## config.mk

```make
export PLATFORM = sky130hd
export DESIGN_NAME = trap_unit_top
export DESIGN_NICKNAME = d
export VERILOG_FILES = /design/src/common/core_pkg.sv /design/src/common/csr_pkg.sv /design/src/hdl/gnrl_dff.sv /design/src/clint/csr_reg.sv /design/src/clint/clint.sv /design/src/hdl/trap_unit_top.sv
export SDC_FILE = /design/constraint.sdc
export NUM_CORES = 1
export LEC_CHECK = 0
export ABC_AREA = 0
export CORE_ASPECT_RATIO = 0.75
export CORE_MARGIN = 2
export CORE_UTILIZATION = 30
export CTS_CLUSTER_SIZE = 14
export DETAILED_ROUTE_END_ITERATION = 10
export DONT_BUFFER_PORTS = 1
export GPL_ROUTABILITY_DRIVEN = 0
export SYNTH_ARGS = -nofsm -noshare
export SYNTH_HDL_FRONTEND = slang
export SYNTH_SLANG_ARGS = --single-unit
export TNS_END_PERCENT = 100
```

## constraint.sdc

```tcl
create_clock -name clk -period 5.7 [get_ports clk]
set_input_delay 1.71 -clock clk [delete_from_list [all_inputs] [get_ports clk]]
set_output_delay 1.71 -clock clk [all_outputs]
set_load 0.005 [all_outputs]
```

## src/common/core_pkg.sv

```systemverilog
/*
 * core-wide widths and encodings for the rv32 trap unit
 * datapath and address widths, pipeline hold levels and the
 * payload types that the register stages are built with
 */
`default_nettype none

package core_pkg;

    // datapath widths
    localparam int XLEN        = 32;
    localparam int INST_ADDR_W = 32;  // pc width
    localparam int CSR_ADDR_W  = 12;  // full csr address space

    // payload types for gnrl_dff stages
    typedef logic [XLEN-1:0]        xlen_t;
    typedef logic [INST_ADDR_W-1:0] inst_addr_t;
    typedef logic [CSR_ADDR_W-1:0]  csr_addr_t;

    // hold levels seen by ctrl
    localparam logic HOLD_ENABLE  = 1'b1;
    localparam logic HOLD_DISABLE = 1'b0;

    // bytes per instruction, no compressed ext
    localparam inst_addr_t INST_STEP = inst_addr_t'(4);

endpackage : core_pkg

`default_nettype wire

```

## src/common/csr_pkg.sv

```systemverilog
/*
 * machine-mode csr definitions
 * trap csr addresses, exception cause codes and the
 * mstatus interrupt-enable bit positions
 */
`default_nettype none

package csr_pkg;

    // machine trap setup / handling addresses
    localparam logic [11:0] CSR_MSTATUS  = 12'h300;
    localparam logic [11:0] CSR_MTVEC    = 12'h305;
    localparam logic [11:0] CSR_MSCRATCH = 12'h340;
    localparam logic [11:0] CSR_MEPC     = 12'h341;
    localparam logic [11:0] CSR_MCAUSE   = 12'h342;

    // sync exception causes, interrupt bit clear
    localparam logic [31:0] CAUSE_ECALL_M    = 32'd11;  // ecall from m-mode
    localparam logic [31:0] CAUSE_BREAKPOINT = 32'd3;

    // mstatus fields
    localparam int MSTATUS_MIE_BIT  = 3;  // global m-mode int enable
    localparam int MSTATUS_MPIE_BIT = 7;  // mie before the trap

endpackage : csr_pkg

`default_nettype wire

```

## src/hdl/gnrl_dff.sv

```systemverilog
/*
 * general register stage
 * loads its input on every clock edge and clears to zero on
 * an asynchronous active-low reset, payload type set per instance
 */
`timescale 1ns/1ps
`default_nettype none

module gnrl_dff #(
    parameter type T = logic  // payload, single bit unless overridden
) (
    input  wire   clk,
    input  wire   rst_n_i,
    input  wire T dnxt_i,
    output T      qout_o
);

    always_ff @(posedge clk or negedge rst_n_i) begin
        if (!rst_n_i) begin
            qout_o <= '0;  // zero for every payload
        end else begin
            qout_o <= dnxt_i;
        end
    end

endmodule : gnrl_dff

`default_nettype wire

```

## src/clint/csr_reg.sv

```systemverilog
/*
 * machine trap csr file
 * mstatus, mtvec, mepc, mcause and mscratch behind a wishbone
 * classic slave, with a sequencer write port that takes priority
 * and back-pressures the bus
 */
`timescale 1ns/1ps
`default_nettype none

module csr_reg
    import core_pkg::*;
    import csr_pkg::*;
(
    input  wire            clk,
    input  wire            rst_n_i,

    // sequencer write port from clint
    input  wire            csr_we_i,
    input  wire csr_addr_t csr_waddr_i,
    input  wire xlen_t     csr_wdata_i,

    // wishbone classic slave
    input  wire            wb_cyc_i,
    input  wire            wb_stb_i,
    input  wire            wb_we_i,
    input  wire csr_addr_t wb_adr_i,
    input  wire xlen_t     wb_dat_i,
    output xlen_t          wb_dat_o,
    output logic           wb_ack_o,

    // live values back to clint
    output xlen_t          csr_mtvec_o,
    output xlen_t          csr_mepc_o,
    output xlen_t          csr_mstatus_o
);

    xlen_t     mstatus;
    xlen_t     mtvec;      // bits 1:0 held at zero
    xlen_t     mepc;
    xlen_t     mcause;
    xlen_t     mscratch;

    logic      bus_go;     // bus cycle completes at this edge
    logic      wr_en;
    csr_addr_t wr_addr;
    xlen_t     wr_data;
    xlen_t     rd_data;

    // sequencer write blocks the bus, ~ack stops a second ack
    assign bus_go = wb_cyc_i & wb_stb_i & ~wb_ack_o & ~csr_we_i;

    // one shared write port, sequencer first
    assign wr_en   = csr_we_i | (bus_go & wb_we_i);
    assign wr_addr = csr_we_i ? csr_waddr_i : wb_adr_i;
    assign wr_data = csr_we_i ? csr_wdata_i : wb_dat_i;

    always_ff @(posedge clk or negedge rst_n_i) begin
        if (!rst_n_i) begin
            mstatus  <= '0;
            mtvec    <= '0;
            mepc     <= '0;
            mcause   <= '0;
            mscratch <= '0;
        end else if (wr_en) begin
            case (wr_addr)
                CSR_MSTATUS:  mstatus  <= wr_data;
                CSR_MTVEC:    mtvec    <= {wr_data[XLEN-1:2], 2'b00};  // direct mode
                CSR_MEPC:     mepc     <= wr_data;
                CSR_MCAUSE:   mcause   <= wr_data;
                CSR_MSCRATCH: mscratch <= wr_data;
                default: ;  // unmapped, write dropped
            endcase
        end
    end

    // bus read mux
    always_comb begin
        case (wb_adr_i)
            CSR_MSTATUS:  rd_data = mstatus;
            CSR_MTVEC:    rd_data = mtvec;
            CSR_MEPC:     rd_data = mepc;
            CSR_MCAUSE:   rd_data = mcause;
            CSR_MSCRATCH: rd_data = mscratch;
            default:      rd_data = '0;  // unmapped reads zero
        endcase
    end

    // single-cycle registered ack
    always_ff @(posedge clk or negedge rst_n_i) begin
        if (!rst_n_i) begin
            wb_ack_o <= 1'b0;
        end else begin
            wb_ack_o <= bus_go;
        end
    end

    // read data rides along with the ack
    always_ff @(posedge clk) begin
        if (bus_go && !wb_we_i) begin
            wb_dat_o <= rd_data;
        end
    end

    assign csr_mtvec_o   = mtvec;
    assign csr_mepc_o    = mepc;
    assign csr_mstatus_o = mstatus;

endmodule : csr_reg

`default_nettype wire

```

## src/clint/clint.sv

```systemverilog
/*
 * core-local trap sequencer
 * takes ecall / ebreak / mret from ex, stalls the pipe while it
 * writes mepc, mstatus and mcause in turn, then redirects fetch
 * to mtvec (trap) or mepc (return)
 */
`timescale 1ns/1ps
`default_nettype none

module clint
    import core_pkg::*;
    import csr_pkg::*;
(
    input  wire             clk,
    input  wire             rst_n_i,

    // from id
    input  wire inst_addr_t inst_addr_i,

    // from ex
    input  wire             jump_flag_i,
    input  wire inst_addr_t jump_addr_i,
    input  wire             muldiv_started_i,  // divider busy, traps wait
    input  wire             sys_op_ecall_i,
    input  wire             sys_op_ebreak_i,
    input  wire             sys_op_mret_i,

    // live values from csr_reg
    input  wire xlen_t      csr_mtvec_i,
    input  wire xlen_t      csr_mepc_i,
    input  wire xlen_t      csr_mstatus_i,

    // to ctrl
    output logic            hold_flag_o,

    // to csr_reg
    output logic            csr_we_o,
    output csr_addr_t       csr_waddr_o,
    output xlen_t           csr_wdata_o,

    // to ex, fetch redirect
    output inst_addr_t      int_addr_o,
    output logic            int_assert_o
);

    // csr write fsm, one-hot with idle as the all-zero code
    typedef logic [3:0] csr_state_t;

    localparam csr_state_t S_CSR_IDLE         = 4'b0000;  // matches dff reset value
    localparam csr_state_t S_CSR_MEPC         = 4'b0001;
    localparam csr_state_t S_CSR_MSTATUS      = 4'b0010;
    localparam csr_state_t S_CSR_MCAUSE       = 4'b0100;
    localparam csr_state_t S_CSR_MSTATUS_MRET = 4'b1000;

    csr_state_t csr_state;
    csr_state_t next_csr_state;
    xlen_t      cause;            // latched at request
    xlen_t      next_cause;
    inst_addr_t saved_addr;       // return pc for mepc
    inst_addr_t next_saved_addr;

    logic       csr_idle;
    logic       sync_req;         // ecall / ebreak taken this cycle
    logic       mret_req;         // mret taken this cycle

    xlen_t      trap_mstatus;
    xlen_t      mret_mstatus;

    logic       next_we;
    csr_addr_t  next_waddr;
    xlen_t      next_wdata;
    logic       next_int_assert;
    inst_addr_t next_int_addr;

    // request decode, only while the write fsm is idle
    assign csr_idle = (csr_state == S_CSR_IDLE);
    assign sync_req = csr_idle & (sys_op_ecall_i | sys_op_ebreak_i) & ~muldiv_started_i;
    assign mret_req = csr_idle & sys_op_mret_i & ~sync_req;  // trap wins if both

    // stall in the request cycle and for the whole sequence
    assign hold_flag_o = (sync_req | mret_req | ~csr_idle) ? HOLD_ENABLE : HOLD_DISABLE;

    always_comb begin
        case (csr_state)
            S_CSR_IDLE: begin
                if (sync_req) begin
                    next_csr_state = S_CSR_MEPC;
                end else if (mret_req) begin
                    next_csr_state = S_CSR_MSTATUS_MRET;
                end else begin
                    next_csr_state = S_CSR_IDLE;
                end
            end
            S_CSR_MEPC:    next_csr_state = S_CSR_MSTATUS;
            S_CSR_MSTATUS: next_csr_state = S_CSR_MCAUSE;
            default:       next_csr_state = S_CSR_IDLE;  // mcause / mret are last
        endcase
    end

    // ecall has priority over ebreak
    assign next_cause = !sync_req      ? cause         :
                        sys_op_ecall_i ? CAUSE_ECALL_M : CAUSE_BREAKPOINT;

    // pending jump means ex already moved on, step back to the trapping inst
    assign next_saved_addr = !sync_req   ? saved_addr              :
                             jump_flag_i ? jump_addr_i - INST_STEP : inst_addr_i;

    // mstatus update, built from the live register value
    always_comb begin
        trap_mstatus                   = csr_mstatus_i;
        trap_mstatus[MSTATUS_MPIE_BIT] = csr_mstatus_i[MSTATUS_MIE_BIT];  // keep old mie
        trap_mstatus[MSTATUS_MIE_BIT]  = 1'b0;                            // ints off in handler

        mret_mstatus                   = csr_mstatus_i;
        mret_mstatus[MSTATUS_MIE_BIT]  = csr_mstatus_i[MSTATUS_MPIE_BIT];
        mret_mstatus[MSTATUS_MPIE_BIT] = 1'b1;
    end

    // csr write port and redirect, registered below
    always_comb begin
        next_we         = ~csr_idle;
        next_waddr      = '0;
        next_wdata      = '0;
        next_int_assert = 1'b0;
        next_int_addr   = '0;
        case (csr_state)
            S_CSR_MEPC: begin
                next_waddr = CSR_MEPC;
                next_wdata = saved_addr;
            end
            S_CSR_MSTATUS: begin
                next_waddr = CSR_MSTATUS;
                next_wdata = trap_mstatus;
            end
            S_CSR_MCAUSE: begin
                next_waddr      = CSR_MCAUSE;
                next_wdata      = cause;
                next_int_assert = 1'b1;
                next_int_addr   = csr_mtvec_i;  // direct mode only
            end
            S_CSR_MSTATUS_MRET: begin
                next_waddr      = CSR_MSTATUS;
                next_wdata      = mret_mstatus;
                next_int_assert = 1'b1;
                next_int_addr   = csr_mepc_i;   // back to the saved pc
            end
            default: ;
        endcase
    end

    gnrl_dff #(.T(csr_state_t)) csr_state_dff (
        .clk    (clk),
        .rst_n_i(rst_n_i),
        .dnxt_i (next_csr_state),
        .qout_o (csr_state)
    );

    gnrl_dff #(.T(xlen_t)) cause_dff (
        .clk    (clk),
        .rst_n_i(rst_n_i),
        .dnxt_i (next_cause),
        .qout_o (cause)
    );

    gnrl_dff #(.T(inst_addr_t)) saved_addr_dff (
        .clk    (clk),
        .rst_n_i(rst_n_i),
        .dnxt_i (next_saved_addr),
        .qout_o (saved_addr)
    );

    gnrl_dff #(.T(logic)) csr_we_dff (
        .clk    (clk),
        .rst_n_i(rst_n_i),
        .dnxt_i (next_we),
        .qout_o (csr_we_o)
    );

    gnrl_dff #(.T(csr_addr_t)) csr_waddr_dff (
        .clk    (clk),
        .rst_n_i(rst_n_i),
        .dnxt_i (next_waddr),
        .qout_o (csr_waddr_o)
    );

    gnrl_dff #(.T(xlen_t)) csr_wdata_dff (
        .clk    (clk),
        .rst_n_i(rst_n_i),
        .dnxt_i (next_wdata),
        .qout_o (csr_wdata_o)
    );

    gnrl_dff #(.T(logic)) int_assert_dff (
        .clk    (clk),
        .rst_n_i(rst_n_i),
        .dnxt_i (next_int_assert),
        .qout_o (int_assert_o)
    );

    gnrl_dff #(.T(inst_addr_t)) int_addr_dff (
        .clk    (clk),
        .rst_n_i(rst_n_i),
        .dnxt_i (next_int_addr),
        .qout_o (int_addr_o)
    );

endmodule : clint

`default_nettype wire

```

## src/hdl/trap_unit_top.sv

```systemverilog
/*
 * machine-mode trap unit
 * trap sequencer plus its csr file, with the pipeline side
 * and the wishbone csr port brought out
 */
`timescale 1ns/1ps
`default_nettype none

module trap_unit_top
    import core_pkg::*;
(
    input  wire             clk,
    input  wire             rst_n_i,

    // pipeline side
    input  wire inst_addr_t inst_addr_i,
    input  wire             jump_flag_i,
    input  wire inst_addr_t jump_addr_i,
    input  wire             muldiv_started_i,
    input  wire             sys_op_ecall_i,
    input  wire             sys_op_ebreak_i,
    input  wire             sys_op_mret_i,
    output logic            hold_flag_o,
    output inst_addr_t      int_addr_o,
    output logic            int_assert_o,

    // csr bus, stands in for csr instructions
    input  wire             wb_cyc_i,
    input  wire             wb_stb_i,
    input  wire             wb_we_i,
    input  wire csr_addr_t  wb_adr_i,
    input  wire xlen_t      wb_dat_i,
    output xlen_t           wb_dat_o,
    output logic            wb_ack_o
);

    logic      csr_we;       // sequencer write strobe
    csr_addr_t csr_waddr;
    xlen_t     csr_wdata;
    xlen_t     csr_mtvec;    // live csr values into clint
    xlen_t     csr_mepc;
    xlen_t     csr_mstatus;

    clint u_clint (
        .clk             (clk),
        .rst_n_i         (rst_n_i),
        .inst_addr_i     (inst_addr_i),
        .jump_flag_i     (jump_flag_i),
        .jump_addr_i     (jump_addr_i),
        .muldiv_started_i(muldiv_started_i),
        .sys_op_ecall_i  (sys_op_ecall_i),
        .sys_op_ebreak_i (sys_op_ebreak_i),
        .sys_op_mret_i   (sys_op_mret_i),
        .csr_mtvec_i     (csr_mtvec),
        .csr_mepc_i      (csr_mepc),
        .csr_mstatus_i   (csr_mstatus),
        .hold_flag_o     (hold_flag_o),
        .csr_we_o        (csr_we),
        .csr_waddr_o     (csr_waddr),
        .csr_wdata_o     (csr_wdata),
        .int_addr_o      (int_addr_o),
        .int_assert_o    (int_assert_o)
    );

    csr_reg u_csr_reg (
        .clk          (clk),
        .rst_n_i      (rst_n_i),
        .csr_we_i     (csr_we),
        .csr_waddr_i  (csr_waddr),
        .csr_wdata_i  (csr_wdata),
        .wb_cyc_i     (wb_cyc_i),
        .wb_stb_i     (wb_stb_i),
        .wb_we_i      (wb_we_i),
        .wb_adr_i     (wb_adr_i),
        .wb_dat_i     (wb_dat_i),
        .wb_dat_o     (wb_dat_o),
        .wb_ack_o     (wb_ack_o),
        .csr_mtvec_o  (csr_mtvec),
        .csr_mepc_o   (csr_mepc),
        .csr_mstatus_o(csr_mstatus)
    );

endmodule : trap_unit_top

`default_nettype wire

```

# Word level (Yosys, flattened, before mapping)
# Index checks and enable logic that the tools add are counted.
# word_totals
ff_bits	337
input_bits	118
output_inout_bits	67
wordCells	70
# op_classes
addsub	1
n_eq_ne	14
muxes	13
bitwise	17
reduce_logical	10
# op_table
cell	n
32-bit case mux with 5 select lines	1
32-bit case mux with 4 select lines	1
12-bit by 10-bit == test with 1-bit output, second input constant	10
32-bit two-way mux	2
32-bit case mux with 2 select lines	1
32-bit by 3-bit subtractor with 32-bit output, second input constant	1
10-bit case mux with 3 select lines	1
12-bit two-way mux	1
4-bit two-way mux	3
4-bit case mux with 3 select lines	1
2-bit AND reduction	5
1-bit bitwise AND	8
1-bit inverter	5
4-bit by 1-bit == test with 1-bit output, second input constant	1
4-bit by 2-bit == test with 1-bit output, second input constant	1
4-bit by 3-bit == test with 1-bit output, second input constant	1
4-bit == test, second input constant	1
4-bit logical NOT	1
1-bit OR	4
2-bit OR reduction	2
1-bit two-way mux	2
1-bit logical AND	1
1-bit logical NOT	1

# Depth between registers and ports, before layout
# logic_depth
word_depth	8
depth_mapped	9
mapped_depth_nobuf	7

# Hierarchy
# A second synthesis with hierarchy kept.
# hier_totals
cells_unflattened	1153
area_unflattened_um2	14838.0
# modules_own_cells
mod	n_inst	cells_each	area_per_inst_um2
csr_reg	1	627	8837.2
gnrl_dff (u_clint.cause_dff ...)	4	32	800.8
clint	1	380	2347.3
gnrl_dff (u_clint.csr_waddr_dff)	1	12	300.3
gnrl_dff (u_clint.csr_state_dff)	1	4	100.1
gnrl_dff (u_clint.csr_we_dff ...)	2	1	25.0

# Worst setup path before layout
# No wires, ideal clock.
# synth_timing
path_type	in2reg
startpoint	input port wb_we_i
endpoint	register u_csr_reg.wb_dat_o[0], enable pin
setup_ps	501
arrival_ps	4833
t_required_ps	5199
slack_ps	366
stages	1
n_path_buf	0
cell_sequence	nor4_1
# synth_between
elab_chain_len	2
# synth_rtl
item	line_no	source
start, declared	trap_unit_top.sv:30	input wire wb_we_i,
1-bit logical NOT	csr_reg.sv:99	if (bus_go && !wb_we_i) begin
1-bit logical AND	csr_reg.sv:99	
end signal, assigned	csr_reg.sv:100	wb_dat_o <= rd_data;
end, declared	csr_reg.sv:28	output xlen_t wb_dat_o,
# No other way between the ends.
# A chain may end at the register's enable or synchronous reset.

# Worst setup path after layout
# layout_timing
startpoint	input port sys_op_ebreak_i
endpoint	output port hold_flag_o
# layout_between
elab_chain_len	8
# layout_rtl
item	line_no	source
start, declared	trap_unit_top.sv:21	input wire sys_op_ebreak_i,
1-bit OR (*)	clint.sv:77	assign sync_req = csr_idle & (sys_op_ecall_i | sys_op_ebreak_i) & ~muldiv_started_i;
1-bit bitwise AND (*) (2 in series)	clint.sv:77	
1-bit inverter	clint.sv:78	assign mret_req = csr_idle & sys_op_mret_i & ~sync_req;
1-bit bitwise AND	clint.sv:78	
1-bit OR (*) (2 in series)	clint.sv:81	assign hold_flag_o = (sync_req | mret_req | ~csr_idle) ? HOLD_ENABLE : HOLD_DISABLE;
1-bit two-way mux (*)	clint.sv:81	
end, declared	trap_unit_top.sv:23	output logic hold_flag_o,
# Every way passes the cells marked *; elsewhere a longest branch is shown, timed or not.

==> impl_metrics.env <==
export IMPL_area_delta_synth_final_pct=12.29
export IMPL_rsz0062_at_grt="no"
export IMPL_dp_cells=1661
export IMPL_synthArstFlopShare_pct=89.30
export IMPL_ys_top_cells_by_area="dfrtp_1 52%, edfxtp_1 7.5%, mux2i_1 5.5%"
export IMPL_synth_cell_types=55
export IMPL_outcome="completed"
export IMPL_antenna_found_initial=3
export IMPL_fp_row_count=65
export IMPL_final_nets=1243
export IMPL_relSlewSlack_pct=30.88
export IMPL_internal_power_mw=4.381
export IMPL_initial_core_util_pct=30.38
export IMPL_arrival_ns=2.04
export IMPL_ios=185
export IMPL_r2r_cells=7
export IMPL_drive_gt1_share_pct=7.679
export IMPL_postCtsResizedCells=0
export IMPL_crit_type="input pin to primary output"
export IMPL_fin_skew_ns=0.03520
export IMPL_syn_nets=1282
export IMPL_die_h_um=182.7
export IMPL_cts_hold_buf=0
export IMPL_path_delay_family="compound AO/OA/AOI/OAI gates"
export IMPL_whs_ns=0.4578
export IMPL_power_density_nw_per_um2=445.7
export IMPL_die_w_um=242.3
export IMPL_synth_seq_cells=299
export IMPL_post_place_ws_ns=1.788
export IMPL_setup_tns_final_ns=0
export IMPL_hold_violations=0
export IMPL_ant_nets=0
export IMPL_path_max_fanout=3
export IMPL_p_seq_share_pct=48.1
export IMPL_synth_edf_count=32
export IMPL_yosysMostFrequentCell="dfrtp_1"
export IMPL_post_route_period_util_pct=65.78
export IMPL_final_cells=1717
export IMPL_ys_flop_type="dfrtp_1"
export IMPL_min_path_cells=1
export IMPL_grt_max_degree=268
export IMPL_grt_usage_pct=17.64
export IMPL_clk_latency_ns=0.58
export IMPL_yosysWarnings=0
export IMPL_maxCapViolCount=0
export IMPL_dr_pass1_iters=5
export IMPL_fmax_ghz=0.2667
export IMPL_setup_ws_ns=1.951
export IMPL_crit_path_start_kind="input pin"
export IMPL_post_drt_wl_per_cell_um=22.70
export IMPL_synth_cells=1163
export IMPL_post_route_drc_count=0
export IMPL_drt_vias_per_instance=5.285
export IMPL_holdPathEnd="u_clint.cause_dff.qout_o[1]"
export IMPL_crit_chain="o21bai_1 > nand3b_1"
export IMPL_root_buffer="clkbuf_16"
export IMPL_post_cts_setup_buffers=0
export IMPL_r2r_start="u_clint.csr_state_dff.qout_o[1]"
export IMPL_fin_crit_ns=3.749
export IMPL_htreeDepth=1
export IMPL_setup_viol=0
export IMPL_first_global_vias=8933
export IMPL_yosys_top_cells_count="267 x dfrtp_1, 112 x a21oi_1, 105 x nor2_1"
export IMPL_worstPathBufferInverterCount=0
export IMPL_hold_class="register to register"
export IMPL_yosys_area_top_type="dfrtp_1"
export IMPL_r2r_end="u_clint.saved_addr_dff.qout_o[8]"
export IMPL_drt_initial_drc_count=680
export IMPL_grt_pass1_wl_um=58640
export IMPL_finalWirelength_um=38970
export IMPL_peakVddDrop_mv=0.2408
export IMPL_crit_start="sys_op_ebreak_i"
export IMPL_cts_tree="done"
export IMPL_cpMaxStageDelayCell="o21bai_1"
export IMPL_end_kind="primary output"
export IMPL_cts_buffers_inserted=30
export IMPL_worstPathRequired_ns=3.99
export IMPL_swShare_pct=31.48
export IMPL_design_die_area_um2=44270
export IMPL_clkPwrFrac_pct=32.2
export IMPL_p_leak_nw=6.243
export IMPL_io_buffers=0
export IMPL_synth_top_area_share_pct=52.30
export IMPL_syn_area_um2=12770
export IMPL_via_count=9074
export IMPL_clkTransAtPathRegs_ns=0.06
export IMPL_p_switching_mw=2.013
export IMPL_overflow=0
export IMPL_clock_sinks=299
export IMPL_fillCellCount=4198
export IMPL_combPwrFrac_pct=19.6
export IMPL_tightestPinTransition_ns=1.033
export IMPL_dp_hpwl_um=24310
export IMPL_syn_mean_instance_area_um2=10.98
export IMPL_holdCritStartpoint="u_clint.cause_dff.qout_o[1]"
export IMPL_yosysSeqAreaShare_pct=59.82
export IMPL_slew_violations=0
export IMPL_fp_coreArea_um2=42050
export IMPL_max_stage_delay_ns=0.20
export IMPL_r2r_setup_slack_ns=3.03
export IMPL_clk_path_buf_depth=3
[metrics by stage]
| step | area, um2 | power, mW | utilization, % |
|---|---|---|---|
| finish | 14350 | 6.394 | 34.12 |
| global route | 14350 | 6.758 | 34.12 |
| CTS | 14340 | 6.462 | 34.11 |
| detailed placement | 13300 | 4.380 | 31.64 |
| global placement | 13300 | 4.318 | 31.64 |
| floorplan | 12770 | 3.901 | - |
[cells in the final DEF, fill, tap and decap left out, types with 25 or more instances in the layout]
| master | count |
|---|---|
| mux2i_1 | 70 |
| a21oi_1 | 112 |
| dfrtp_1 | 266 |
| a22oi_1 | 31 |
| nor2_1 | 105 |
| o21ai_0 | 98 |
| a21o_1 | 25 |
| nand2_1 | 98 |
| clkbuf_16 | 30 |
| a22o_1 | 58 |
| edfxtp_1 | 32 |
[metal layers]
layer | up-vias | global-route usage, % | part of all wire, %
met5 | - | 0 | 0
met4 | 0 | 3.605 | 1.8
met3 | 44 | 3.471 | 6.9
met2 | 327 | 26.83 | 44
met1 | 4549 | 26.03 | 47
li1 | 4154 | - | -
[cells by family (layout without fill, tap and decap cells)]
kind of cell	after synthesis	in the layout	synth area share, %
AO/OA/AOI/OAI	386	386	19.09
XOR/XNOR	17	17	1.166
adder cells (fa/ha/maj)	1	1	0.09793
buffers and inverters	94	77	3.007
flip-flops	299	299	59.82
multiplexers	70	70	5.485
other	0	2	0
AND/OR/NAND/NOR	296	296	11.33
[layout make-up]
class	instances	area [um2]	area share [%]
sequential	299	7644	53.28
multi-input combinational	770	4806	33.50
clock buffer	46	900.9	6.280
tap	569	711.9	4.963
clock inverter	8	135.1	0.9420
timing repair buffer	15	112.6	0.7850
inverter	8	30.03	0.2093
antenna	2	5.005	0.03489
[power groups by stage]
stage	clock network [mW]	logic, mW	registers [mW]
floorplan	0	0.970	2.93
global placement	0	1.23	3.09
detailed placement	0	1.27	3.12
CTS	2.12	1.27	3.08
global route	2.20	1.42	3.14
finish	2.06	1.26	3.08
[worst register-to-register path, stage by stage, from the launching register on]
cell     delay, ns
dfrtp_1       0.47
nor4_1        0.48
inv_1         0.15
or2_2         0.33
inv_1         0.39
o21ai_0       0.18
a21oi_1       0.51
a21o_1        0.14
[worst max path at each step]
stage               cells after the start  slack (ns)                   endpoint
floorplan                               1        0.37      u_csr_reg.wb_dat_o[0]
global placement                        6        1.87  u_csr_reg.csr_mtvec_o[24]
detailed placement                      6        1.79  u_csr_reg.csr_mtvec_o[22]
CTS                                     2        1.95                hold_flag_o
global route                            2        1.93                hold_flag_o
finish                                  2        1.95                hold_flag_o
[flip-flops by register name (all words and copies together) (netlist names)]
name	cells
u_clint.cause_dff.qout_o	2
u_clint.csr_state_dff.qout_o	4
u_clint.csr_waddr_dff.qout_o	4
u_clint.csr_wdata_dff.qout_o	32
u_clint.csr_we_dff.qout_o	1
u_clint.int_addr_dff.qout_o	32
u_clint.int_assert_dff.qout_o	1
u_clint.saved_addr_dff.qout_o	32
u_csr_reg.csr_mepc_o	32
u_csr_reg.csr_mstatus_o	32
u_csr_reg.csr_mtvec_o	30
u_csr_reg.mcause	32
u_csr_reg.mscratch	32
u_csr_reg.wb_ack_o	1
u_csr_reg.wb_dat_o	32
No activity file was read; power rests on OpenSTA's default activity.
